$ cat src/common/fetch_pkg.sv
package fetch_pkg;

    // address and instruction width
    localparam int inst_w = 32;

    // instruction RAM window
    localparam logic [inst_w-1:0] ram_base = 32'h1c00_0000;
    localparam int ram_words = 256;
    localparam int ram_idx_w = $clog2(ram_words);   // word index, addr[9:2]

    // if_pc sits one word below the RAM so the first sequential fetch hits ram_base
    localparam logic [inst_w-1:0] reset_pc = ram_base - 32'd4;

    // trace queue toward the output port
    localparam int queue_depth = 4;
    localparam int queue_ptr_w = $clog2(queue_depth);

    // relative branch, inst[31:26]
    // inst[25:0] is a signed word offset from the branch pc
    localparam logic [5:0] op_branch = 6'b010100;

endpackage
$ cat src/logic/trace_queue.sv
`timescale 1ns/1ps

module trace_queue (
    input  logic                          clk,
    input  logic                          resetn,
    input  logic                          flush,
    input  logic                          push,
    input  logic [fetch_pkg::inst_w-1:0]  push_pc,
    input  logic [fetch_pkg::inst_w-1:0]  push_inst,
    input  logic                          push_adef,
    input  logic                          out_ready,
    output logic                          not_full,
    output logic                          out_valid,
    output logic [fetch_pkg::inst_w-1:0]  out_pc,
    output logic [fetch_pkg::inst_w-1:0]  out_inst,
    output logic                          out_adef
);
    import fetch_pkg::*;

    logic [inst_w-1:0]      pc_mem   [queue_depth];
    logic [inst_w-1:0]      inst_mem [queue_depth];
    logic                   adef_mem [queue_depth];
    logic [queue_ptr_w-1:0] wr_ptr;
    logic [queue_ptr_w-1:0] rd_ptr;
    logic [queue_ptr_w:0]   count;
    logic                   wr_en;
    logic                   rd_en;

    assign not_full  = count != (queue_ptr_w + 1)'(queue_depth);
    assign out_valid = count != '0;
    assign wr_en     = push & not_full;
    assign rd_en     = out_valid & out_ready;

    assign out_pc   = pc_mem[rd_ptr];
    assign out_inst = inst_mem[rd_ptr];
    assign out_adef = adef_mem[rd_ptr];

    always_ff @(posedge clk) begin
        if (wr_en) begin
            pc_mem[wr_ptr]   <= push_pc;
            inst_mem[wr_ptr] <= push_inst;
            adef_mem[wr_ptr] <= push_adef;
        end
    end

    always_ff @(posedge clk) begin
        if (!resetn || flush) begin
            wr_ptr <= '0;
            rd_ptr <= '0;
            count  <= '0;
        end else begin
            if (wr_en) begin
                wr_ptr <= wr_ptr + 1'b1;    // depth is a power of two, wraps
            end
            if (rd_en) begin
                rd_ptr <= rd_ptr + 1'b1;
            end
            if (wr_en && !rd_en) begin
                count <= count + 1'b1;
            end else if (rd_en && !wr_en) begin
                count <= count - 1'b1;
            end
        end
    end

    // a push held against a full queue is neither taken nor lost
    a_full_hold: assert property (@(posedge clk) disable iff (!resetn)
        push && !not_full && !flush
        |=> push && $stable(push_pc) && $stable(push_inst))
        else $error("push dropped or changed while the trace queue was full");

endmodule

$ cat config.mk
export PLATFORM = sky130hd
export DESIGN_NAME = trace_queue
export DESIGN_NICKNAME = d
export VERILOG_FILES = /design/src/common/fetch_pkg.sv /design/src/logic/trace_queue.sv
export SDC_FILE = /design/constraint.sdc
export NUM_CORES = 1
export LEC_CHECK = 0
export CAP_MARGIN = 20
export CORE_MARGIN = 2
export CORE_UTILIZATION = 45
export CTS_CLUSTER_SIZE = 8
export DETAILED_ROUTE_END_ITERATION = 7
export DONT_BUFFER_PORTS = 1
export PLACE_DENSITY = 0.59
export SLEW_MARGIN = 20
export SYNTH_ARGS = -nofsm -noshare
export SYNTH_HDL_FRONTEND = slang
export SYNTH_SLANG_ARGS = --single-unit
$ cat constraint.sdc
create_clock -name clk -period 2.5 [get_ports clk]
set_input_delay 0 -clock clk [delete_from_list [all_inputs] [get_ports clk]]
set_output_delay 0 -clock clk [all_outputs]
set_load 0.02 [all_outputs]
==> After elaboration in Yosys (flattened, before gate mapping) <==
Memory sizes are Yosys's and may differ from the RTL's. A register that Yosys moved wholly into a read port is not among the register bits.
Cells that the tools add are included.
{ "word_totals": {"rom_bits": 0, "n_memories": 3, "out_inout_bits": 67, "input_bits": 70, "elab_cells": 31, "register_bits": 7, "latch_bits": 0, "ramBits": 260} }
{ "memory_table": {"columns": ["memory", "depth", "width", "read_ports", "rd_clocked_by_memory_dff", "write_ports", "line_no", "text"], "rows": [
  ["inst_mem", 4, 32, 1, 1, 1, "trace_queue.sv:21", "logic [inst_w-1:0] inst_mem [queue_depth];"],
  ["pc_mem", 4, 32, 1, 1, 1, "trace_queue.sv:20", "logic [inst_w-1:0] pc_mem [queue_depth];"],
  ["adef_mem", 4, 1, 1, 1, 1, "trace_queue.sv:22", "logic adef_mem [queue_depth];"]
]} }
{ "op_classes": {"shift": 0, "n_reduce_logical": 8, "n_bitwise": 2, "n_mux": 10, "n_lt_le_gt_ge": 0, "div": 0, "multipliers": 0, "add_sub_neg": 4, "eq_ne": 1} }
{ "ops": {"columns": ["operator", "n"], "rows": [
  ["2-bit 2-to-1 mux", 6],
  ["3-bit 2-to-1 mux", 2],
  ["2-bit by 1-bit adder with 2-bit output, second input constant", 2],
  ["3-bit by 1-bit adder with 3-bit output, second input constant", 1],
  ["1-bit logical NOT", 3],
  ["3-bit != test, second input constant", 1],
  ["3-bit nonzero test", 1],
  ["3-bit by 1-bit subtractor with 3-bit output, second input constant", 1],
  ["1-bit bitwise AND", 2],
  ["1-bit logical AND", 2],
  ["1-bit 2-to-1 mux", 2],
  ["2-bit nonzero test", 1],
  ["1-bit logical OR", 1]
]} }

==> Depth between registers and ports, before layout <==
{ "logic_depth": {"ltp_word": 6, "depth_mapped": 9, "ltp_nobuf": 8} }

==> Worst setup path before layout <==
Ideal clock, no wire load.
{ "synth_timing": {"kind": "register to register", "start": "reg count[0]", "end": "reg count[2]", "synth_period_minus_slack_ns": 2.156, "slack_ns": 0.344, "required_ns": 2.429, "path_buffers": 1, "path_stages_with_launch": 10, "setup_ns": 0.071, "t_arrival_ns": 2.085, "cell_sequence": "dfxtp_1 -> or3b_1 -> buf_6 -> and2_4 -> ha_1 -> inv_1 -> fa_1 -> xor2_1 -> or3_2 -> a21oi_1"} }
{ "synth_via": {"elab_chain_cells": 5, "elab_cells_between_ends": 13, "cone_classes": "add/sub (2); eq/ne (1); mux (2); bitwise (2); reduce/logical (6)"} }
{ "synth_rtl": {"columns": ["item", "line_no", "text"], "rows": [
  ["start: declaration", "trace_queue.sv:25", "logic [queue_ptr_w:0] count;"],
  ["start signal: assignment", "trace_queue.sv:59", "count <= count + 1'b1;"],
  ["start signal: assignment", "trace_queue.sv:61", "count <= count - 1'b1;"],
  ["3-bit != test (*)", "trace_queue.sv:29", "assign not_full = count != (queue_ptr_w + 1)'(queue_depth);"],
  ["net not_full", "trace_queue.sv:12", "output logic not_full,"],
  ["1-bit bitwise AND (*)", "trace_queue.sv:31", "assign wr_en = push & not_full;"],
  ["net wr_en", "trace_queue.sv:26", "logic wr_en;"],
  ["1-bit logical NOT", "trace_queue.sv:60", "end else if (rd_en && !wr_en) begin"],
  ["1-bit logical AND", "trace_queue.sv:60", null],
  ["2-bit nonzero test (no source line)", null, null]
]} }
Mark *: on every way through the listed nets, which the timed path passes. The rest lies on a longest branch. The select of a mux whose other input is x is not followed.
A chain may end at the register's enable or synchronous reset.

==> Final worst setup path <==
{ "layout_timing": {"start": "reg count[2]", "end": "reg wr_ptr[0]"} }
{ "layout_via": {"elab_chain_cells": 2} }
{ "layout_rtl": {"columns": ["item", "line_no", "text"], "rows": [
  ["3-bit != test", "trace_queue.sv:29", null],
  ["1-bit bitwise AND", "trace_queue.sv:31", null],
  ["end signal: assignment", "trace_queue.sv:53", "wr_ptr <= wr_ptr + 1'b1;"],
  ["end: declaration", "trace_queue.sv:23", "logic [queue_ptr_w-1:0] wr_ptr;"]
]} }
Every way passes these cells.

==> impl_metrics.ini <==
[die]
die_w_um = 152
die_h_um = 152
io_pins = 137
die-area_um2 = 23100
start_util_pct = 45.5
fp-row-count = 54
coreArea_um2 = 21600

[drt]
via_per_inst = 5.52
ant_nets = 0
drtIter0Drc = 191
avgRoutedWirePerCell_um = 22.5
dr.pass1.iters = 6
wirelength_mm = 17.7
drc = 0
vias = 4333

[yosys]
ys_ff_latch = 269
synth-simple-area-share_pct = 1.12
yosysWarnings = 0
synthMuxAreaShare_pct = 15.0
synthAdderAreaFrac_pct = 0.840
synth_top_family_by_area = multiplexers
synth_compound_area_share_pct = 0.445
ys_seq_area_share_pct = 81.2
synth_cells = 387
syn_avg_cell_area_um2 = 25.4
synth_fp_nets = 463
yosysUniqueCellTypes = 27
syn_area_um2 = 9840
synth_xor_area_share_pct = 0.356

[cells_and_area]
layout_commonest_cell = edfxtp_1
area_delta_synth_final_pct = 22.4
most-common-layout-cells = edfxtp_1, dlygate4sd3_1, mux4_2
n_antenna_cell = 0
finalNetCount = 576
final_cell_area_um2 = 12000
fin_cells = 785
drive_above_1_share_pct = 25.5

[global_routing]
grt_max_degree = 36
overflow = 0
grt_pass1_wl_mm = 27.4
grt_pass1_vias = 4808
antenna_found_initial = 1
grtUsageTotal_pct = 15.4

[sta]
rsz0062_at_grt = no
max_freq_mhz = 420
period_needed_ns = 2.38
hold_violations = 0
post-route-period-util_pct = 95.3
final-setup-viol-count = 0
worst_slack_ns = 0.117
worstMarginPinSlew_ns = 0.622
slew_headroom_pct = 58.5
finalClockSkew_ns = 0.0161
slew_violations = 0
tns_ns = 0

[cts]
cts.sink_count = 269
worstSkewPairLatency_ns = 0.49
cts_resized = 0
cts_tree = built
cts.clk_slew.worst_paths_ns = 0.05
clockBufferDepth = 3
htreeDepth = 2
cts_root_buffer = clkbuf_16
cts_buffers = 39

[place]
dp_hpwl_mm = 9.78
place_inst = 665
dp_slack_ns = 0.192
gp_congestion = 0.669
portBuffers = 0
place_area_um2 = 10300

[worst_setup_path]
r2r-end = wr_ptr[0]$_SDFFE_PP0P_
crit_type = flop to flop
slowest_stage = dlygate4sd3_1
crit_top_cell = dlygate4sd3_1
r2r_cells = 6
rrSetupSlack_ns = 0.12
worstPathRequired_ns = 2.87
cp_cell_sequence = or3b_1, buf_4, nand4_1, dlygate4sd3_1, o21ai_1, dlygate4sd3_1
startpoint = count[2]$_SDFFE_PP0P_
critPathMaxStageDelay_ns = 0.56
r2r_start = count[2]$_SDFFE_PP0P_
cp.arrival_ns = 2.75
endpoint = wr_ptr[0]$_SDFFE_PP0P_
cp_max_fo = 7
critPathLaunchType = flop
end_kind = flop

[pwr]
power_mw = 10.3
p_leak_nw = 3.81
swShare_pct = 20.6
p_comb_share_pct = 7.0
power_switching_mw = 2.12
p_seq_share_pct = 50.2
p_clk_share_pct = 42.7
intPower_mw = 8.16
power.density_nw_per_um2 = 854
ir_worst_vdd_v = 0.000709

[outcome]
status = completed

[min_path]
hp-class = input pin to flop

[job]
drv_cap = 0
==> state kept, by name, indices dropped and copies added, names as in the netlist, named ones only <==
signal    flops
wr_ptr        2
rd_ptr        2
pc_mem      128
adef_mem      4
count         3
inst_mem    128
==> routing by layer <==
| metal | track usage, % | wire (um) | vias up |
|---|---|---|---|
| met5 | 0 | 13 | - |
| met4 | 4.45 | 395 | 2 |
| met3 | 4.65 | 1040 | 37 |
| met2 | 25.9 | 8890 | 129 |
| met1 | 19.6 | 7350 | 2292 |
| li1 | - | - | 1873 |
==> worst max-delay path, delay by kind of cell (launching register included) <==
family                 cells  cell delay (ns)
flip-flops                 1             0.38
buffers and inverters      3             1.31
AND/OR/NAND/NOR            2             0.51
AO/OA/AOI/OAI              1             0.06
==> area by class of cell <==
| class | count | area [um^2] |
|---|---|---|
| Inverter | 3 | 11.3 |
| Clock buffer | 44 | 995 |
| Multi-Input combinational cell | 100 | 1760 |
| Sequential cell | 269 | 8000 |
| Timing Repair Buffer | 87 | 913 |
| Clock inverter | 2 | 13.8 |
| Tap cell | 280 | 350 |
| Fill cell | 1626 | 9580 |
==> metrics by stage <==
stage,utilization (%),hold slack [ns]
final,55.7,0.0110
after global routing,55.7,0.0154
after CTS,55.7,0.00601
after detailed placement,47.6,0.0990
after global placement,47.6,0.0990
after floorplan,-,0.0989
==> logic make-up after synthesis <==
kind of cell | count (synthesis)
and+or+nand+nor | 18
xor gates and xnor gates | 4
muxes | 66
AOI/OAI and AO/OA | 6
buffers and inverters | 18
DFF | 269
adders and majority gates | 6
==> power groups by stage <==
stage	Clock, mW	Combinational (mW)	Sequential, mW
6_report	4.39	0.723	5.16
5_1_grt	4.68	0.771	5.17
4_1_cts	4.51	0.738	5.16
3_5_place_dp	0	0.602	5.25
3_3_place_gp	0	0.597	5.23
2_1_floorplan	0	0.478	5.23
==> worst min path at each step <==
stage | startpoint | end | slack (ns) | cells past startpoint
3_3_place_gp | push_inst[8] | inst_mem[3][8]$_DFFE_PP_ | 0.1 | 0
4_1_cts | push | inst_mem[1][3]$_DFFE_PP_ | 0.006 | 2
3_5_place_dp | push_inst[31] | inst_mem[3][31]$_DFFE_PP_ | 0.1 | 0
2_1_floorplan | push_adef | adef_mem[0]$_DFFE_PP_ | 0.1 | 0
5_1_grt | push | inst_mem[0][3]$_DFFE_PP_ | 0.02 | 2
6_report | push | inst_mem[0][3]$_DFFE_PP_ | 0.01 | 2
==> repair_timing <==
item                                    CTS  global route
hold buffers                             74             0
endpoints found under the hold margin   281             0
setup buffers                             0             0
endpoints found under the setup margin    0             0
==> Yosys cell counts <==
master	n	area [um^2]
mux2i_1	1	10.0
inv_1	3	11.3
clkbuf_1	2	7.51
nor2b_1	1	6.26
o31ai_1	1	7.51
a21oi_1	1	5.00
and2_4	1	8.76
buf_4	5	37.5
xor2_1	4	35.0
o311ai_0	1	8.76
dfxtp_1	9	180
mux4_2	65	1460
buf_6	1	11.3
o31ai_2	1	12.5
nor2_1	5	18.8
edfxtp_1	260	7810
buf_2	7	35.0
nand2_1	1	3.75
o21ai_1	1	5.00
ha_1	5	62.6
nand2b_1	1	6.26
nand4_1	2	12.5
o21ai_0	1	5.00
fa_1	1	20.0
or3_2	2	15.0
or3b_1	1	8.76
and3_2	4	30.0
Power figures use the tool's default switching activity.
