--- src/common/fetch_pkg.sv ---
package fetch_pkg;

    // address and instruction width
    localparam int inst_w = 32;

    // instruction RAM window
    localparam logic [inst_w-1:0] ram_base = 32'h1c00_0000;
    localparam int ram_words = 256;
    localparam int ram_idx_w = $clog2(ram_words);   // word index, addr[9:2]

    // if_pc sits one word below the RAM so the first sequential fetch hits ram_base
    localparam logic [inst_w-1:0] reset_pc = ram_base - 32'd4;

    // trace queue toward the output port
    localparam int queue_depth = 4;
    localparam int queue_ptr_w = $clog2(queue_depth);

    // relative branch, inst[31:26]
    // inst[25:0] is a signed word offset from the branch pc
    localparam logic [5:0] op_branch = 6'b010100;

endpackage
--- src/logic/branch_decode.sv ---
`timescale 1ns/1ps

module branch_decode (
    input  logic                          clk,
    input  logic                          resetn,
    input  logic                          if_valid_out,
    input  logic [fetch_pkg::inst_w-1:0]  if_pc,
    input  logic [fetch_pkg::inst_w-1:0]  if_inst,
    input  logic                          if_adef,
    input  logic                          not_full,
    input  logic                          flush,
    output logic                          id_allowin,
    output logic                          br_taken,
    output logic [fetch_pkg::inst_w-1:0]  br_target,
    output logic                          id_valid_out,
    output logic [fetch_pkg::inst_w-1:0]  id_pc,
    output logic [fetch_pkg::inst_w-1:0]  id_inst,
    output logic                          id_adef
);
    import fetch_pkg::*;

    logic              id_valid;
    logic              cancel_active;   // wrong path behind a taken branch
    logic [inst_w-1:0] cancel_target;
    logic              accept;
    logic              dropping;
    logic              is_branch;

    assign id_allowin   = ~id_valid | not_full;
    assign id_valid_out = id_valid;
    assign accept       = if_valid_out & id_allowin;

    // drop until the branch target itself shows up
    assign dropping  = cancel_active & (if_pc != cancel_target);
    assign is_branch = if_inst[31:26] == op_branch;

    assign br_taken  = accept & ~dropping & is_branch & ~flush;
    assign br_target = if_pc + {{4{if_inst[25]}}, if_inst[25:0], 2'b00};

    always_ff @(posedge clk) begin
        if (!resetn) begin
            id_valid <= 1'b0;
        end else if (flush) begin
            id_valid <= 1'b0;
        end else if (accept) begin
            id_valid <= ~dropping;  // dropped words are swallowed here
        end else if (not_full) begin
            id_valid <= 1'b0;       // moved into the queue
        end
    end

    always_ff @(posedge clk) begin
        if (accept && !dropping) begin
            id_pc   <= if_pc;
            id_inst <= if_inst;
            id_adef <= if_adef;
        end
    end

    always_ff @(posedge clk) begin
        if (!resetn) begin
            cancel_active <= 1'b0;
        end else if (flush) begin
            cancel_active <= 1'b0;
        end else if (br_taken) begin
            cancel_active <= 1'b1;
        end else if (accept && cancel_active && !dropping) begin
            cancel_active <= 1'b0;  // target reached
        end
    end

    always_ff @(posedge clk) begin
        if (br_taken) begin
            cancel_target <= br_target;
        end
    end

    // a fetch word refused by decode waits unchanged
    a_if_hold: assert property (@(posedge clk) disable iff (!resetn)
        if_valid_out && !id_allowin && !flush
        |=> if_valid_out && $stable(if_pc) && $stable(if_inst))
        else $error("fetch word changed while decode stalled");

endmodule

--- config.mk ---
export PLATFORM = sky130hd
export DESIGN_NAME = branch_decode
export DESIGN_NICKNAME = d
export VERILOG_FILES = /design/src/common/fetch_pkg.sv /design/src/logic/branch_decode.sv
export SDC_FILE = /design/constraint.sdc
export NUM_CORES = 1
export LEC_CHECK = 0
export BUFFER_PORTS_ARGS = -buffer_cell sky130_fd_sc_hd__buf_2
export CAP_MARGIN = 10
export CORE_MARGIN = 5
export CORE_UTILIZATION = 34
export CTS_CLUSTER_SIZE = 8
export DETAILED_ROUTE_END_ITERATION = 16
export GPL_ROUTABILITY_DRIVEN = 0
export PLACE_DENSITY = 0.68
export SETUP_SLACK_MARGIN = 0.15
export SLEW_MARGIN = 25
export SYNTH_ARGS = -nofsm -noshare
export SYNTH_HDL_FRONTEND = slang
export SYNTH_SLANG_ARGS = --single-unit
--- constraint.sdc ---
create_clock -name clk -period 6.8 [get_ports clk]
set_input_delay 1.36 -clock clk [delete_from_list [all_inputs] [get_ports clk]]
set_output_delay 1.36 -clock clk [all_outputs]
set_load 0.005 [all_outputs]
Word-level counts from Yosys, hierarchy flattened:

Cells that the tools add are included.
W data, S select, Z words.

* register bits after elaboration: 99
* bits of input ports: 70
* output and inout bits: 100
* logic and storage cells: 30

* $add $sub $neg: 1
* equality and inequality tests: 2
* multiplexer cells: 4
* bitwise gates (word level): 10
* reductions and logical operators: 7

Operators by type and width (number)
* $add A32 B32 Y32: 1
* $ne A32 B32 Y1: 1
* $eq A6 B5 Y1 const B: 1
* $and A1 B1 Y1: 5
* $mux W1: 4
* $not A1 Y1: 4
* $reduce_bool A2 Y1: 2
* $logic_and A1 B1 Y1: 3
* $reduce_or A2 Y1: 1
* $logic_not A1 Y1: 1
* $or A1 B1 Y1: 1

Logic depth before layout (Yosys ltp):

Gate-level depths: netlist of the first run.

* depth after elaboration: 7
* gate-level depth with buffers: 11
* mapped depth without buffers: 11

Worst setup path after synthesis of the first run:

Ideal clock, no wire load.

* path type: input to output
* start point: input port if_pc[13] in the netlist's numbering
* end point: output port br_taken
* data arrival time: 4.831 ns
* data required time: 5.440 ns
* setup slack: 0.609 ns
* stages on the path: 6
* buffers on the path: 0
* path through: xor2_1 nor4_1 nand4_1 o21ai_0 and3_1 and4_1

* cells in the longest elaborated chain, start to end: 6

RTL lines
* start: declaration: RTL line branch_decode.sv:7 `input logic [fetch_pkg::inst_w-1:0] if_pc,`
* $ne A32 B32 Y1: RTL line branch_decode.sv:34 `assign dropping = cancel_active & (if_pc != cancel_target);`
* $and A1 B1 Y1: RTL line branch_decode.sv:34
* $not A1 Y1: RTL line branch_decode.sv:37 `assign br_taken = accept & ~dropping & is_branch & ~flush;`
* $and A1 B1 Y1 (3 in series): RTL line branch_decode.sv:37
* end: declaration: RTL line branch_decode.sv:13 `output logic br_taken,`

Every way passes these cells.

Worst setup path after layout of the first run:

* start point: input port if_pc[2] in the netlist's numbering
* end point: output port br_target[24] in the netlist's numbering

* cells in the longest elaborated chain, start to end: 1

RTL lines
* $add A32 B32 Y32: RTL line branch_decode.sv:38 `assign br_target = if_pc + {{4{if_inst[25]}}, if_inst[25:0], 2'b00};`
* end: declaration: RTL line branch_decode.sv:14 `output logic [fetch_pkg::inst_w-1:0] br_target,`

Every way passes these cells.

==> reports/results.ini, run 1 <==
[placed_design]
place_inst=713
portBuffers=169
dp_hpwl_mm=10.2

[synthesis]
synth_top_area_share_pct=59.4
ys.flop_type=edfxtp_1
netlist_area_um2=4910
async_flop_share_pct=0
yosysTopAreaCell=edfxtp_1
synth.distinct_cells=51
yosysMostFrequentCell=edfxtp_1
ys_seq_area_share_pct=60.2
synth_commonest_cells=97 x edfxtp_1, 43 x xor2_1, 29 x ha_1, 24 x a21oi_1
avgSynthCellArea_um2=13.5
synth_edf_count=97
synth.area.top_cells=edfxtp_1 59%, xor2_1 7.7%, ha_1 7.4%
syn_inst=364
yosys_register_bits=99
ys_warn_count=0
syn-num-nets=464

[setup_path]
worstPathCellList=buf_2 -> ha_1 -> inv_1 -> fa_1 -> nor2b_1 -> o211ai_1 -> a21boi_0 -> o211ai_1 -> a31oi_1 -> a21boi_2 -> a21oi_1 -> xor2_1 -> buf_2
max_stage_delay_ns=0.41
crit_path_top_delay_cell=a21boi_0
worstSetupPathType=in -> out
worst-path-buf-inv=3
critPathRequiredTime_ns=5.44
end_kind=output pin
worstPathArrival_ns=4.04
crit_family=compound AO/OA/AOI/OAI gates
crit_path_start_kind=input pin
cp_max_fo=4

[floorplan]
ioPinCount=170
rows=44
fp.dieW_um=130
dieArea_um2=16900
core_area_um2=14400
die_height_um=130
start_util_pct=34.2

[clocking]
cts_made_buffers=9
cts_hold_buf=0
path_clk_slew_ns=0.06
worstSkewPairLatency_ns=0.34
cts_root_buf=clkbuf_16
cts.path.max_buffers=2
postCtsSetupBuffers=0
cts_sinks=99
cts_tree=built
cts_htree_levels=3
ctsResizeCount=0

[power]
power_density_nw_per_um2=250
p_sw_uw=388
clkPwrFrac_pct=36.2
swShare_pct=24.6
combPwrFrac_pct=18.6
power.leakage_uw=0.00268
power_uw=1580
ir_drop_mv=0.134
p_int_uw=1190
p_seq_share_pct=45.2

[routing]
drt_wl_total_mm=12.9
vias=3516
firstDrtPassIters=4
postRouteAntennaNets=0
wl_per_cell_um=17.7
drc=0
drt_iter0_drc=162
via_per_inst=4.83

[worst_hold_path]
min_path_type=reg -> reg

[global_routing]
grt_start_max_net_pins=67
grt_pass1_vias=3527
grt.total_usage_pct=15.1
antenna_found_initial=0
grt_overflow=0
grt_pass1_wl_mm=19.2

[sta]
finalSetupTns_ns=0
min_period_ns=5.40
slew_headroom_pct=43.4
clock.fmax_mhz=185
slew_viol_final=0
finalCritPeriodShare_pct=79.4
finalSetupViolations=0
hold_ws_ns=0.608
skew_ns=0.00726
final_hold_viol_count=0
worst_pin_slew_ns=0.849
rsz0062_at_grt=no

[flow_run]
drv_cap=0

[layout]
nets=640
drive_above_1_share_pct=36.4
diodes=0
multiInputGateArea_um2=1890
fill_cells=1349
regArea_um2=2950
area_delta_synth_final_pct=28.5
fin_cells=728

[outcome]
status=finished clean

## power groups by stage
stage | clock [uW] | combinational (uW) | sequential [uW]
after floorplan | 0 | 155 | 731
after global placement | 0 | 292 | 725
after detailed placement | 0 | 297 | 726
after CTS | 589 | 299 | 713
after global routing | 622 | 327 | 714
final | 572 | 294 | 713
## layout make-up
class / instances / area share, %
sequential: 99 / 46.8
inverter: 10 / 0.595
multi-input combinational: 249 / 30.0
tap: 184 / 3.65
clock inverter: 6 / 1.67
timing repair buffer: 171 / 13.7
clock buffer: 9 / 3.57
## cells by family (layout without fill, tap and decap cells)
family | after synthesis | count (layout) | synth area share [%]
buffers and inverters | 16 | 196 | 1.38
AND/OR/NAND/NOR | 75 | 75 | 8.06
AO/OA/AOI/OAI | 84 | 84 | 11.9
multiplexers | 1 | 1 | 0.204
adder cells (fa/ha/maj) | 30 | 30 | 7.80
flip-flops | 99 | 99 | 60.2
XOR/XNOR | 59 | 59 | 10.5
## placed cells by master, fill, tap and decap left out, drive strengths merged, types with 4 or more instances in the layout
| cell type | synthesis | layout |
|---|---|---|
| inv | 10 | 10 |
| nand2 | 15 | 15 |
| nor4 | 8 | 8 |
| xor2 | 43 | 43 |
| and2 | 4 | 4 |
| xnor2 | 16 | 16 |
| nand2b | 5 | 5 |
| edfxtp | 97 | 97 |
| o21a | 5 | 5 |
| buf | 2 | 171 |
| nand4 | 5 | 5 |
| a21o | 14 | 14 |
| nor2 | 16 | 16 |
| ha | 29 | 29 |
| o21ai | 13 | 13 |
| o21bai | 4 | 4 |
| clkbuf | 4 | 9 |
| a21oi | 26 | 26 |
| nand3 | 8 | 8 |
## worst min-delay path: cells and delay by family, from the launching register on
kind,cells,cell delay (ns)
simple gates,1,0.13
compound gates,1,0.13
flops,1,0.31
## sequential cells by signal, summed over array words and instances, names as in the netlist
name,count
cancel_target,32
id_inst,32
id_pc,32
cancel_active,1
id_adef,1
id_valid_out,1
## routing by layer
layer	part of all wire, %	global-route usage (%)	wire length [um]
met5	0	0	0
met4	0.77	3.30	99
met3	9.2	5.03	1190
met2	48	24.7	6120
met1	42	19.7	5460
## final timing paths
kind	startpoint	end	slack, ns	depth (start not counted)
worst max-delay path	if_pc[2]	br_target[24]	1.40	13
worst min-delay path	cancel_active$_SDFFE_PP0P_	cancel_active$_SDFFE_PP0P_	0.61	2
worst max register to register	cancel_target[25]$_DFFE_PP_	cancel_target[12]$_DFFE_PP_	3.98	7
worst min register to register	cancel_active$_SDFFE_PP0P_	cancel_active$_SDFFE_PP0P_	0.61	2
## through the flow
stage / util, % / area (um2) / setup slack, ns
final: 43.9 / 6300 / 1.40
after global routing: 43.9 / 6300 / 1.10
after global placement: 41.6 / 5970 / 1.54
after CTS: 43.9 / 6300 / 1.42
after detailed placement: 41.6 / 5970 / 1.43
after floorplan: - / 4910 / 0.609
Power figures use the tool's default switching activity.
==> run 2: changes to the inputs <==
- clock period: 6.8 -> 5.12 ns (I/O delays scaled with it)
==> run 2 against run 1 <==
  * First-iteration DRC count is 19% higher
  * Global-route usage fell by 0.21 points
  * Non-clock buffer count is the same
==> reports/results.ini, run 2 (synthesis gave the netlist of run 1 again) <==
[sta]
clock.fmax_mhz=215
finalCritPeriodShare_pct=90.6
min_period_ns=4.64
slew_headroom_pct=42.2
finalSetupTns_ns=0
slew_viol_final=0
skew_ns=0.00969
worst_pin_slew_ns=0.867
final_hold_viol_count=0
rsz0062_at_grt=no
finalSetupViolations=0

[placed_design]
portBuffers=169
dp_hpwl_mm=10.1

[power]
clkPwrFrac_pct=31.3
swShare_pct=26.4
combPwrFrac_pct=20.1
power.leakage_uw=0.00263
ir_drop_mv=0.133
power_density_nw_per_um2=313
p_seq_share_pct=48.6
power_uw=1950
p_sw_uw=514
p_int_uw=1430

[setup_path]
crit_family=compound AO/OA/AOI/OAI gates
critPathRequiredTime_ns=4.10
worst-path-buf-inv=3
max_stage_delay_ns=0.40
worstPathArrival_ns=3.62
worstPathCellList=buf_2 -> ha_1 -> inv_1 -> fa_1 -> nor2b_1 -> o211ai_1 -> a21boi_0 -> o211ai_1 -> a31oi_1 -> a21boi_2 -> a21oi_1 -> xor2_1 -> buf_2
crit_path_start_kind=input pin
worstSetupPathType=in -> out
cp_max_fo=4
crit_path_top_delay_cell=fa_1
end_kind=output pin

[clocking]
worstSkewPairLatency_ns=0.35
cts_root_buf=clkbuf_16
ctsResizeCount=0
cts_htree_levels=3
cts_sinks=99
postCtsSetupBuffers=0
cts_hold_buf=0
cts.path.max_buffers=2
path_clk_slew_ns=0.06
cts_made_buffers=9
cts_tree=built

[layout]
nets=640
mostFrequentLayoutCells=169 x buf_2, 97 x edfxtp_1, 43 x xor2_1, 29 x ha_1, 24 x a21oi_1
reg_top3=cancel_target x32, id_inst x32, id_pc x32
area_delta_synth_final_pct=26.9
layout_commonest_cell=buf_2
diodes=0
drive_above_1_share_pct=35.7

[floorplan]
rows=44
dieArea_um2=16900
start_util_pct=34.2
fp.dieW_um=130
core_area_um2=14400
die_height_um=130
ioPinCount=170

[outcome]
status=finished clean

[global_routing]
antenna_found_initial=0
grt_overflow=0
grt_start_max_net_pins=67
grt_pass1_vias=3552
grt_pass1_wl_mm=19.0
grt.total_usage_pct=14.9

[routing]
vias=3576
firstDrtPassIters=4
wl_per_cell_um=17.6
drc=0
drt_iter0_drc=193
postRouteAntennaNets=0
via_per_inst=4.91
drt_wl_total_mm=12.8

[worst_hold_path]
min_path_type=reg -> reg

[flow_run]
drv_cap=0

[run 2: cell types whose count changed in the layout (fill, tap and decap cells not counted)]
cell	previous run	this run
bufinv_16	3	0
clkbuf_1	0	3
clkinv_1	0	1
clkinv_2	3	1
clkinvlp_4	0	1
[run 2: power groups by stage]
stage               Sequential (uW)  Clock [uW]  Combinational [uW]
floorplan                       970           0                 206
global placement                963           0                 387
detailed placement              965           0                 394
CTS                             947         628                 397
global route                    948         660                 434
finish                          946         610                 391
[run 2: worst register-to-register path, stage by stage (launching register included)]
cell,delay (ns)
edfxtp_1,0.38
xor2_1,0.22
nor4_1,0.37
nand4_1,0.21
o21ai_0,0.29
and3_4,0.23
and4_2,0.30
buf_4,0.46
[run 2: stage by stage]
step,std cells,setup slack [ns],area (um2),hold WS (ns),util (%)
finish,728,0.480,6230,0.612,43.3
floorplan,364,0.381,4910,0.562,-
global placement,713,0.543,5970,0.584,41.6
global route,728,0.216,6230,0.662,43.3
CTS,728,0.459,6230,0.615,43.3
detailed placement,713,0.476,5970,0.602,41.6
[run 2: cell type report]
cell class	count	area [um2]
clock buffer	12	236
clock inverter	3	16.3
fill	1400	8140
inverter	10	37.5
multi-input combinational	249	1890
sequential	99	2950
tap	184	230
timing repair buffer	171	861
[run 2: routing by layer]
metal | up-vias | wire length (um) | track usage (%)
met5 | - | 0 | 0
met4 | 0 | 229 | 5.68
met3 | 15 | 1060 | 3.64
met2 | 124 | 6020 | 24.1
met1 | 1693 | 5530 | 19.4
li1 | 1744 | - | -
[run 2: final timing paths]
kind	startpoint	to	slack, ns	depth (start not counted)
setup / recovery	if_pc[2]	br_target[24]	0.48	13
setup reg to reg	cancel_target[25]$_DFFE_PP_	cancel_target[14]$_DFFE_PP_	2.28	7
hold / removal	cancel_active$_SDFFE_PP0P_	cancel_active$_SDFFE_PP0P_	0.61	2
hold reg to reg	cancel_active$_SDFFE_PP0P_	cancel_active$_SDFFE_PP0P_	0.61	2
