**src/common/fetch_pkg.sv**
```systemverilog
package fetch_pkg;

    // address and instruction width
    localparam int inst_w = 32;

    // instruction RAM window
    localparam logic [inst_w-1:0] ram_base = 32'h1c00_0000;
    localparam int ram_words = 256;
    localparam int ram_idx_w = $clog2(ram_words);   // word index, addr[9:2]

    // if_pc sits one word below the RAM so the first sequential fetch hits ram_base
    localparam logic [inst_w-1:0] reset_pc = ram_base - 32'd4;

    // trace queue toward the output port
    localparam int queue_depth = 4;
    localparam int queue_ptr_w = $clog2(queue_depth);

    // relative branch, inst[31:26]
    // inst[25:0] is a signed word offset from the branch pc
    localparam logic [5:0] op_branch = 6'b010100;

endpackage
```
**src/fetch/fetch_stage.sv**
```systemverilog
`timescale 1ns/1ps

module fetch_stage (
    input  logic                          clk,
    input  logic                          resetn,
    input  logic                          addr_ok,
    input  logic                          data_ok,
    input  logic [fetch_pkg::inst_w-1:0]  rdata,
    input  logic                          id_allowin,
    input  logic                          br_taken,
    input  logic [fetch_pkg::inst_w-1:0]  br_target,
    input  logic                          flush,
    input  logic [fetch_pkg::inst_w-1:0]  excep_entry,
    output logic                          req,
    output logic [fetch_pkg::inst_w-1:0]  addr,
    output logic                          if_valid_out,
    output logic [fetch_pkg::inst_w-1:0]  if_pc,
    output logic [fetch_pkg::inst_w-1:0]  if_inst,
    output logic                          if_adef
);
    import fetch_pkg::*;

    // IF slot, the older word
    logic              if_valid;        // waiting for or holding a word
    logic              if_inst_valid;   // word already returned, kept in if_ir
    logic [inst_w-1:0] if_ir;

    // pre-IF slot, a younger request issued while IF was busy
    logic              pre_if_reqed;
    logic [inst_w-1:0] pre_if_pc;
    logic              pre_if_ir_valid;
    logic [inst_w-1:0] pre_if_ir;

    // redirects that could not be sent out yet
    logic              br_taken_reg;
    logic [inst_w-1:0] br_target_reg;
    logic              flush_reg;
    logic [inst_w-1:0] excep_entry_reg;

    logic              inst_cancel;     // next data_ok belongs to a flushed request

    logic              req_pending;
    logic              req_fire;
    logic              if_data_ok;
    logic              pre_data_ok;
    logic              if_ready_go;
    logic              if_fire;
    logic              if_keep;
    logic              if_load_pre;
    logic              if_load_req;
    logic              pre_load_req;
    logic [inst_w-1:0] seq_pc;
    logic [inst_w-1:0] pre_pc;

    // anything still owed by the RAM
    assign req_pending = inst_cancel
                       | (pre_if_reqed & ~pre_if_ir_valid)
                       | (if_valid & ~if_inst_valid);

    assign if_data_ok  = data_ok & ~inst_cancel & if_valid & ~if_inst_valid;
    assign pre_data_ok = data_ok & ~inst_cancel & pre_if_reqed & ~pre_if_ir_valid;

    assign if_ready_go  = (if_valid & if_inst_valid) | if_data_ok;
    assign if_valid_out = if_ready_go;
    assign if_fire      = if_ready_go & id_allowin;
    assign if_keep      = if_valid & ~if_fire;      // IF still occupied after this edge
    assign if_inst      = if_inst_valid ? if_ir : rdata;

    // at most two words in flight or buffered, one request outstanding
    assign req      = (~req_pending | data_ok) & (~pre_if_reqed | flush);
    assign req_fire = req & addr_ok;

    // if_pc always holds the last issued address when a sequential fetch can go
    assign seq_pc = if_pc + 32'd4;
    assign pre_pc = flush        ? excep_entry
                  : flush_reg    ? excep_entry_reg
                  : br_taken     ? br_target
                  : br_taken_reg ? br_target_reg
                  : seq_pc;
    assign addr   = pre_pc;

    // where the IF slot gets its next word from
    assign if_load_pre  = ~flush & ~if_keep & pre_if_reqed;
    assign if_load_req  = req_fire & (flush | ~if_keep);
    assign pre_load_req = req_fire & ~flush & if_keep;

    always_ff @(posedge clk) begin
        if (!resetn) begin
            if_valid <= 1'b0;
        end else if (flush) begin
            if_valid <= req_fire;           // only the entry fetch survives
        end else if (!if_keep) begin
            if_valid <= pre_if_reqed | req_fire;
        end
    end

    always_ff @(posedge clk) begin
        if (!resetn) begin
            if_pc   <= reset_pc;
            if_adef <= 1'b0;
        end else if (if_load_pre) begin
            if_pc   <= pre_if_pc;
            if_adef <= |pre_if_pc[1:0];
        end else if (if_load_req) begin
            if_pc   <= pre_pc;
            if_adef <= |pre_pc[1:0];
        end
    end

    always_ff @(posedge clk) begin
        if (!resetn) begin
            if_inst_valid <= 1'b0;
        end else if (flush) begin
            if_inst_valid <= 1'b0;
        end else if (if_load_pre) begin
            if_inst_valid <= pre_if_ir_valid | pre_data_ok;
        end else if (if_load_req || if_fire) begin
            if_inst_valid <= 1'b0;
        end else if (if_data_ok) begin
            if_inst_valid <= 1'b1;          // decode stalled, park the word
        end
    end

    always_ff @(posedge clk) begin
        if (if_load_pre) begin
            if_ir <= pre_if_ir_valid ? pre_if_ir : rdata;
        end else if (if_keep && if_data_ok) begin
            if_ir <= rdata;
        end
    end

    always_ff @(posedge clk) begin
        if (!resetn) begin
            pre_if_reqed <= 1'b0;
        end else if (flush || if_load_pre) begin
            pre_if_reqed <= 1'b0;
        end else if (pre_load_req) begin
            pre_if_reqed <= 1'b1;
        end
    end

    always_ff @(posedge clk) begin
        if (!resetn) begin
            pre_if_ir_valid <= 1'b0;
        end else if (flush || if_load_pre) begin
            pre_if_ir_valid <= 1'b0;
        end else if (pre_data_ok) begin
            pre_if_ir_valid <= 1'b1;
        end
    end

    always_ff @(posedge clk) begin
        if (pre_load_req) begin
            pre_if_pc <= pre_pc;
        end
        if (pre_data_ok) begin
            pre_if_ir <= rdata;
        end
    end

    // hold redirects until a request carries them
    always_ff @(posedge clk) begin
        if (!resetn) begin
            br_taken_reg <= 1'b0;
            flush_reg    <= 1'b0;
        end else begin
            if (flush || req_fire) begin
                br_taken_reg <= 1'b0;   // a flush overrides any held branch
            end else if (br_taken) begin
                br_taken_reg <= 1'b1;
            end
            if (req_fire) begin
                flush_reg <= 1'b0;
            end else if (flush) begin
                flush_reg <= 1'b1;
            end
        end
    end

    always_ff @(posedge clk) begin
        if (br_taken && !req_fire) begin
            br_target_reg <= br_target;
        end
        if (flush && !req_fire) begin
            excep_entry_reg <= excep_entry;
        end
    end

    // a flush with a request still out drops that word when it returns
    always_ff @(posedge clk) begin
        if (!resetn) begin
            inst_cancel <= 1'b0;
        end else if (flush && req_pending && !data_ok) begin
            inst_cancel <= 1'b1;
        end else if (data_ok) begin
            inst_cancel <= 1'b0;
        end
    end

    a_data_expected: assert property (@(posedge clk) disable iff (!resetn)
        data_ok |-> req_pending)
        else $error("data_ok with no fetch request outstanding");

    a_cancel_quiet: assert property (@(posedge clk) disable iff (!resetn)
        inst_cancel |-> !if_valid_out)
        else $error("cancelled fetch word reached decode");

endmodule

```
**config.mk**
```make
export PLATFORM = sky130hd
export DESIGN_NAME = fetch_stage
export DESIGN_NICKNAME = d
export VERILOG_FILES = /design/src/common/fetch_pkg.sv /design/src/fetch/fetch_stage.sv
export SDC_FILE = /design/constraint.sdc
export NUM_CORES = 1
export LEC_CHECK = 0
export ABC_AREA = 1
export BUFFER_PORTS_ARGS = -buffer_cell sky130_fd_sc_hd__clkbuf_2
export CELL_PAD_IN_SITES_DETAIL_PLACEMENT = 1
export CELL_PAD_IN_SITES_GLOBAL_PLACEMENT = 2
export CORE_ASPECT_RATIO = 1.25
export CORE_MARGIN = 4
export CORE_UTILIZATION = 30
export CTS_CLUSTER_DIAMETER = 60
export DETAILED_ROUTE_END_ITERATION = 8
export GPL_ROUTABILITY_DRIVEN = 1
export GPL_TIMING_DRIVEN = 0
export PLACE_DENSITY_LB_ADDON = 0.1
export SYNTH_ARGS = -nofsm -noshare
export SYNTH_HDL_FRONTEND = slang
export SYNTH_SLANG_ARGS = --single-unit
```
**constraint.sdc**
```tcl
create_clock -name clk -period 3.64 [get_ports clk]
set_input_delay 0.728 -clock clk [delete_from_list [all_inputs] [get_ports clk]]
set_output_delay 0.728 -clock clk [all_outputs]
set_load 0.01 [all_outputs]
```
==> After elaboration in Yosys (flattened, before gate mapping) <==
Cells that the tools add are included.
Widths: inputs -> output; s select.
{ "word_totals": {"ff_bits": 200, "out_inout_bits": 99, "elab_cells": 89} }
{ "op_classes": {"n_addsub": 1, "eq_ne": 1, "muxes": 19, "n_bitwise": 34, "reduce_logical": 20} }
{ "op_table": {"columns": ["op", "n"], "rows": [
  ["$mux 32", 10],
  ["$add 32x3->32 const B", 1],
  ["$and 1x1->1", 17],
  ["$reduce_or 2->1", 6],
  ["$mux 1", 9],
  ["$not 1->1", 9],
  ["$or 1x1->1", 8],
  ["$reduce_bool 2->1", 3],
  ["$logic_and 1x1->1", 5],
  ["$logic_or 1x1->1", 3],
  ["$reduce_bool 3->1", 1],
  ["$logic_not 1->1", 2],
  ["$ne 2x2->1 const B", 1]
]} }

==> Longest topological paths before layout <==
Gate-level depths: netlist of the first run.
{ "depth": {"depth_word": 14, "mapped_depth": 15} }

==> Least setup slack after synthesis of the first run <==
Ideal clock, no wire load.
{ "synth_timing": {"path_kind": "input -> register", "from": "input data_ok", "to": "register if_ir[0], enable pin", "setup_ps": 466, "arrival_ps": 3133, "required_ps": 3174, "slack_ps": 42, "path_stages": 2, "path_buffers": 0, "cell_sequence": "nand4_1 o21ai_0"} }
{ "synth_between": {"elab_chain_len": 11, "word_cells_on_any_way": 12, "classes_between": "bitwise (10); reduce/logical (2)"} }
{ "synth_lines": {"columns": ["item", "line", "rtl"], "rows": [
  ["start: declaration", "fetch_stage.sv:7", "input logic data_ok,"],
  ["$and 1x1->1 (*) (3 in series)", "fetch_stage.sv:60", "assign if_data_ok = data_ok & ~inst_cancel & if_valid & ~if_inst_valid;"],
  ["$or 1x1->1", "fetch_stage.sv:63", "assign if_ready_go = (if_valid & if_inst_valid) | if_data_ok;"],
  ["$and 1x1->1", "fetch_stage.sv:65", "assign if_fire = if_ready_go & id_allowin;"],
  ["$not 1->1", "fetch_stage.sv:66", "assign if_keep = if_valid & ~if_fire;"],
  ["$and 1x1->1", "fetch_stage.sv:66", null],
  ["$not 1->1", "fetch_stage.sv:83", "assign if_load_pre = ~flush & ~if_keep & pre_if_reqed;"],
  ["$and 1x1->1 (2 in series)", "fetch_stage.sv:83", null],
  ["$reduce_bool 2->1 (no line) (*)", null, null],
  ["end signal: assignment", "fetch_stage.sv:126", "if_ir <= pre_if_ir_valid ? pre_if_ir : rdata;"],
  ["end signal: assignment", "fetch_stage.sv:128", "if_ir <= rdata;"],
  ["end: declaration", "fetch_stage.sv:26", "logic [inst_w-1:0] if_ir;"]
]} }
Every way passes the cells marked *; elsewhere a longest branch is shown, timed or not.
A chain may end at the register's enable or synchronous reset.

==> Worst setup path in the final report of the first run <==
{ "layout_timing": {"from": "register if_pc[3] (netlist name)", "to": "output addr[20] (netlist name)"} }
{ "layout_between": {"elab_chain_len": 5} }
{ "layout_lines": {"columns": ["item", "line", "rtl"], "rows": [
  ["start: declaration", "fetch_stage.sv:17", "output logic [fetch_pkg::inst_w-1:0] if_pc,"],
  ["start signal: assignment", "fetch_stage.sv:99", "if_pc <= reset_pc;"],
  ["start signal: assignment", "fetch_stage.sv:102", "if_pc <= pre_if_pc;"],
  ["start signal: assignment", "fetch_stage.sv:105", "if_pc <= pre_pc;"],
  ["$add 32x3->32", "fetch_stage.sv:74", "assign seq_pc = if_pc + 32'd4;"],
  ["$mux 32", "fetch_stage.sv:78", ": br_taken_reg ? br_target_reg"],
  ["$mux 32", "fetch_stage.sv:77", ": br_taken ? br_target"],
  ["$mux 32", "fetch_stage.sv:76", ": flush_reg ? excep_entry_reg"],
  ["$mux 32", "fetch_stage.sv:75", "assign pre_pc = flush ? excep_entry"],
  ["end: declaration", "fetch_stage.sv:15", "output logic [fetch_pkg::inst_w-1:0] addr,"]
]} }
Every way passes these cells.

==> flow_summary_export.csv, run 1 <==
group,metric,value,unit
die,fp.dieArea,0.0349,mm^2
placement,place_congestion,0.820,
critical_path,cp-end-kind,"output port",
outcome,outcome,"finished clean",
die,core_area,0.0313,mm^2
worst_hold_path,whs_path_depth,1,
detailed_routing,via_per_inst,4.81,
power,leakagePower,4.99,nW
clock_network,cts_max_level,4,
critical_path,r2r_cells,9,
layout,regArea,0.00561,mm^2
logic_synthesis,synth_area_leader_cell,"edfxtp_1",
sta,tightest_slew,0.783,ns
clock_network,cts_root_buf,"clkbuf_16",
critical_path,r2r_setup_slack,1.21,ns
critical_path,r2r_end,"if_pc[8]",
die,num_rows,72,
logic_synthesis,yosys_warnings,0,
sta,period_minus_slack,3.38,ns
clock_network,cts_tree,"built",
sta,setup_tns,0,ns
clock_network,cts_sinks,200,
logic_synthesis,synth_cell_type_count,41,
layout,final_cells,1720,
clock_network,cts_buffers,17,
power,p_total,5.51,mW
logic_synthesis,ys_ff_latch,200,
detailed_routing,first_pass_iters,5,
worst_hold_path,hp-start,"excep_entry[15]",
critical_path,cpMostUsedCell,"nand2_1",
layout,finalInstanceArea,0.0118,mm^2
sta,hold_viol,0,
detailed_routing,drc,0,
logic_synthesis,synth_area_per_cell,8.89,um^2
logic_synthesis,ys_seq_area_frac,0.585,
critical_path,critPathLaunchType,"flop",
die,die_w,168,um
logic_synthesis,synth_top_area_share,0.501,
flow_run,maxCapViolCount,0,
die,die_h,208,um
sta,max_freq,296,MHz
critical_path,worstPathArrival,2.65,ns
power,pwr_density_cell,467,mW/mm^2
sta,grt_setup_unrepaired,"no",
detailed_routing,vias,8273,
grt,grt_antenna_before_repair,0,
logic_synthesis,syn_area,0.00959,mm^2
critical_path,crit_type,"reg -> out",
sta,setup_viol,0,
clock_network,clkTransAtPathRegs,0.08,ns
logic_synthesis,synth_top_cells_by_area,"edfxtp_1 (50%), nand2_1 (12%), dfxtp_1 (8.4%), nor2_1 (5.2%), o21ai_0 (4.9%)",
layout,insertedDiodeCount,0,
critical_path,crit_slowest_cell,"dfxtp_1",
die,ioPinCount,202,
die,start_util,0.307,
sta,fin_hold_ws,0.457,ns
worst_hold_path,hold_path.class,"in -> reg",
logic_synthesis,mappedNetlistNets,1182,
critical_path,cp.required,2.91,ns
placement,dpl.hpwl,27400,um
power,peakVddDrop,0.238,mV
critical_path,critical-path-top-delay-family,"simple AND/OR/NAND/NOR gates",
layout,multi_input_area,0.00345,mm^2
layout,drive_above_1_share,0.225,
critical_path,critPathMaxStageDelay,0.43,ns
grt,grt_overflow,0,
detailed_routing,drtIter0Drc,464,
placement,place_ws,0.0714,ns
clock_network,clk_latency,0.45,ns
logic_synthesis,synth-edff-count,160,
layout,fin_util,0.377,
sta,relSlewSlack,0.478,
clock_network,clockBufferDepth,2,
grt,grt_pass1_vias,8622,
layout,syn_to_final_growth,22.9,%
sta,setup_ws,0.258,ns
logic_synthesis,synth_cells,1078,
layout,nets,1405,
logic_synthesis,ys_async_sr_fraction,0,
worst_hold_path,min_to,"excep_entry_reg[15]",
placement,placed_cells,1688,
logic_synthesis,yosys.cell_count.top_type,"nand2_1",
sta,fin_worst_skew,0.0155,ns
placement,io_buffers,199,
sta,drv_slew,0,
sta,period_share,0.929,
grt,grtUsageTotal,0.203,
detailed_routing,postRouteWirelength,35800,um
critical_path,regToRegStartpoint,"if_pc[3]",
critical_path,crit_fanout,5,
detailed_routing,routedWlPerCell,20.8,um
critical_path,path_cells,"ha_1 > nand2_1 > nor2_1 > nand2_2 > nor2_4 > nand2_1 > nand2_1 > nand3_1 > nand2_1 > nand2_1 > nand2_1 > o21ai_1 > inv_1 > clkbuf_2",
logic_synthesis,ys_top_cells_by_count,"nand2_1 (316), edfxtp_1 (160), nor2_1 (133), o21ai_0 (93), inv_1 (67)",
grt,grt_max_degree,33,
logic_synthesis,synth_ff_type,"edfxtp_1",
grt,grt_pass1_wl,53800,um
placement,placed_area,0.0112,mm^2
layout,fill_cells,3738,
detailed_routing,antenna_left,0,
clock_network,cts_hold_buffers,0,
critical_path,path_buf_inv,2,
-- cell usage in the layout (no fill, tap or decap), drive strengths merged --
master / instances
dfxtp: 40
nand3: 59
or2: 3
xor2: 4
clkbuf: 240
ha: 1
a22oi: 18
buf: 37
nand4: 4
nand3b: 6
a31oi: 2
nor2: 143
edfxtp: 160
o21bai: 4
o211ai: 10
clkinv: 6
nor3b: 1
o21ai: 105
o22ai: 1
xnor2: 4
inv: 77
nor3: 1
clkinvlp: 3
bufinv: 1
o221ai: 1
and2: 1
a211oi: 1
o2111a: 1
a21oi: 52
nand2: 325
a21boi: 2
-- routing by layer --
| metal | GRT usage | share of wire | up-vias |
|---|---|---|---|
| li1 | - | - | 4069 |
| met1 | 0.271 | 0.46 | 3970 |
| met2 | 0.343 | 0.48 | 206 |
| met3 | 0.0297 | 0.040 | 28 |
| met4 | 0.0594 | 0.022 | 0 |
| met5 | 0 | 0 | - |
-- worst max path at each step --
stage | startpoint | end | slack, ns | depth (start not counted)
global route | if_pc[3] | addr[20] | 0.04 | 14
CTS | if_pc[2] | addr[20] | 0.19 | 14
global placement | data_ok | if_ir[24] | -1.71 | 3
finish | if_pc[3] | addr[20] | 0.26 | 14
detailed placement | flush | excep_entry_reg[27] | 0.07 | 5
floorplan | data_ok | if_ir[0] | 0.04 | 2
-- where the power goes --
| part | internal (mW) | switching (mW) | leakage, nW |
|---|---|---|---|
| registers | 2.58 | 0.0898 | 1.80 |
| logic | 0.318 | 0.667 | 2.93 |
| clock network | 0.944 | 0.903 | 0.255 |
-- cells by family after synthesis --
family / after synthesis / share of synthesized area
buf+inv: 129 / 0.0581
flops: 200 / 0.585
xor+xnor: 8 / 0.00731
simple gates: 543 / 0.234
compound gates: 197 / 0.114
fa+ha+maj: 1 / 0.00131
-- area by class of cell --
type | instances | share of cell area
clock buffer | 20 | 0.0371
sequential | 200 | 0.476
multi-input combinational | 749 | 0.293
buffer | 53 | 0.0231
clock inverter | 11 | 0.00860
inverter | 76 | 0.0242
timing repair buffer | 204 | 0.0950
tap | 407 | 0.0432
-- what timing repair did --
action                                  CTS  global route
gates resized for setup                   0             1
buffers inserted                          0             0
hold endpoints to repair                  0             0
endpoints found under the setup margin    0             2
Power figures use the tool's default switching activity.
==> run 2: changes to the inputs <==
--- a/config.mk
+++ b/config.mk
@@ -21,2 +21,3 @@
 export SYNTH_HDL_FRONTEND = slang
 export SYNTH_SLANG_ARGS = --single-unit
+export TNS_END_PERCENT = 100
==> constraint.sdc (replaced) <==
create_clock -name clk -period 3.64 [get_ports clk]
set_input_delay 0.728 -clock clk [delete_from_list [all_inputs] [get_ports clk]]
set_output_delay 0.728 -clock clk [all_outputs]
set_load 0.1 [all_outputs]
==> flow_summary_export.csv, run 2 (synthesized netlist as in run 1, its figures left out) <==
group,metric,value,unit
outcome,outcome,"finished clean",
critical_path,cp.required,2.91,ns
critical_path,cp-end-kind,"output port",
critical_path,crit_fanout,10,
clock_network,cts_buffers,17,
critical_path,r2r_end,"if_pc[22]",
clock_network,cts_max_level,4,
power,pwr_density_cell,537,mW/mm^2
power,p_int,3.99,mW
layout,multi_input_area,0.00347,mm^2
detailed_routing,routedWlPerCell,20.9,um
die,die_w,168,um
detailed_routing,via_per_inst,4.81,
layout,nets,1404,
detailed_routing,vias,8266,
layout,insertedDiodeCount,0,
sta,fin_hold_ws,0.463,ns
critical_path,r2r_cells,9,
flow_run,maxCapViolCount,0,
critical_path,regToRegStartpoint,"flush_reg",
grt,grt_pass1_vias,8507,
layout,drive_above_1_share,0.231,
clock_network,cts_hold_buffers,0,
sta,relSlewSlack,0.448,
sta,period_minus_slack,3.51,ns
sta,setup_ws,0.134,ns
clock_network,cts_root_buf,"clkbuf_16",
critical_path,critPathLaunchType,"flop",
sta,tightest_slew,0.829,ns
sta,fin_worst_skew,0.0148,ns
detailed_routing,postRouteWirelength,36000,um
grt,grt_overflow,0,
clock_network,cts_tree,"built",
power,peakVddDrop,0.270,mV
die,fp.dieArea,0.0349,mm^2
sta,period_share,0.963,
layout,fill_cells,3770,
die,ioPinCount,202,
critical_path,setup.worst_path.end,"addr[30]",
sta,setup_viol,0,
detailed_routing,first_pass_iters,4,
critical_path,crit_type,"reg -> out",
detailed_routing,antenna_left,0,
grt,grt_max_degree,33,
grt,grt-busiest-layer,"met2",
clock_network,clockBufferDepth,2,
detailed_routing,drc,0,
sta,max_freq,285,MHz
grt,grtUsageTotal,0.204,
critical_path,cp-startpoint,"flush_reg",
power,leakagePower,5.00,nW
die,start_util,0.307,
clock_network,cts_sinks,200,
layout,layout_common_cells,"nand2_1 (316), clkbuf_2 (189), edfxtp_1 (160)",
power,p_clk_frac,0.312,
clock_network,postCtsSetupBuffers,0,
grt,grt_pass1_wl,53800,um
clock_network,clkTransAtPathRegs,0.08,ns
grt,met1_usage,0.278,
grt,use_met3,0.0276,
clock_network,clk_latency,0.45,ns
placement,io_buffers,199,
layout,syn_to_final_growth,23.5,%
die,die_h,208,um
layout,regArea,0.00561,mm^2
critical_path,worstPathArrival,2.78,ns
grt,use_met2,0.341,
power,comb_power_share,0.268,
placement,dpl.hpwl,27400,um
power,swShare,0.373,
placement,place_congestion,0.845,
placement,place_ws,0.000523,ns
detailed_routing,drtIter0Drc,532,
power,seq_power_share,0.420,
power,p_switching,2.38,mW
layout,final_common_cell,"nand2_1",
die,num_rows,72,
die,core_area,0.0313,mm^2
grt,grt_antenna_before_repair,0,
sta,hold_viol,0,
critical_path,r2r_setup_slack,1.35,ns
sta,drv_slew,0,
worst_hold_path,hold_path.class,"in -> reg",
sta,grt_setup_unrepaired,"no",
-- run 2: changes by cell type in the layout (fill, tap and decap cells not counted), sizes merged --
cell,before,now
clkbuf,240,233
buf,37,43
bufinv,1,3
clkinv,6,5
inv,77,76
-- run 2: worst max-delay path: stages, from the launching register on --
cell and delay [ns]:
dfxtp_1 0.34, buf_4 0.18, inv_1 0.23, nor2_1 0.26
buf_4 0.23, buf_2 0.25, a22oi_1 0.16, nand2_1 0.21
buf_2 0.46
-- run 2: area by class of cell --
type	count	area share
Sequential cell	200	0.474
Timing Repair Buffer	203	0.0936
Buffer	53	0.0230
Multi-Input combinational cell	749	0.293
Inverter	76	0.0241
Tap cell	407	0.0430
Clock buffer	20	0.0369
Clock inverter	11	0.0125
-- run 2: how the worst min path moves through the flow --
stage,start,endpoint,slack [ns],cells past startpoint
2_1_floorplan,pre_if_reqed,pre_if_reqed,0.48,2
3_3_place_gp,if_pc[1],if_pc[1],0.49,2
3_5_place_dp,if_pc[0],if_pc[0],0.49,2
4_1_cts,excep_entry[11],excep_entry_reg[11],0.45,1
5_1_grt,excep_entry[11],excep_entry_reg[11],0.45,1
6_report,excep_entry[11],excep_entry_reg[11],0.46,1
-- run 2: metrics by stage --
stage	power [mW]	instances	TNS, ns	utilization	instance area, um^2
after CTS	6.42	1718	0	0.377	11800
after global placement	4.41	1684	-9.54	0.356	11100
after global routing	6.64	1719	0	0.379	11800
final	6.36	1719	0	0.379	11800
after floorplan	3.96	1078	0	-	9610
after detailed placement	4.43	1687	0	0.358	11200
-- run 2: per-layer routing --
layer | wire [um] | share of wire
met1 | 16500 | 0.46
met2 | 17400 | 0.48
met3 | 1330 | 0.037
met4 | 786 | 0.022
met5 | 0 | 0
-- run 2: timing repair --
action                                  in CTS  in global routing
gates resized for setup                      3                 21
endpoints found under the setup margin       3                 12
pin swaps                                    0                  0
-- run 2: power groups by stage --
stage	Clock, mW	Combinational (mW)	Sequential, mW
after global routing	2.14	1.82	2.69
after CTS	2.04	1.71	2.68
final	1.98	1.71	2.67
after detailed placement	0	1.70	2.73
after floorplan	0	0.994	2.96
after global placement	0	1.69	2.73
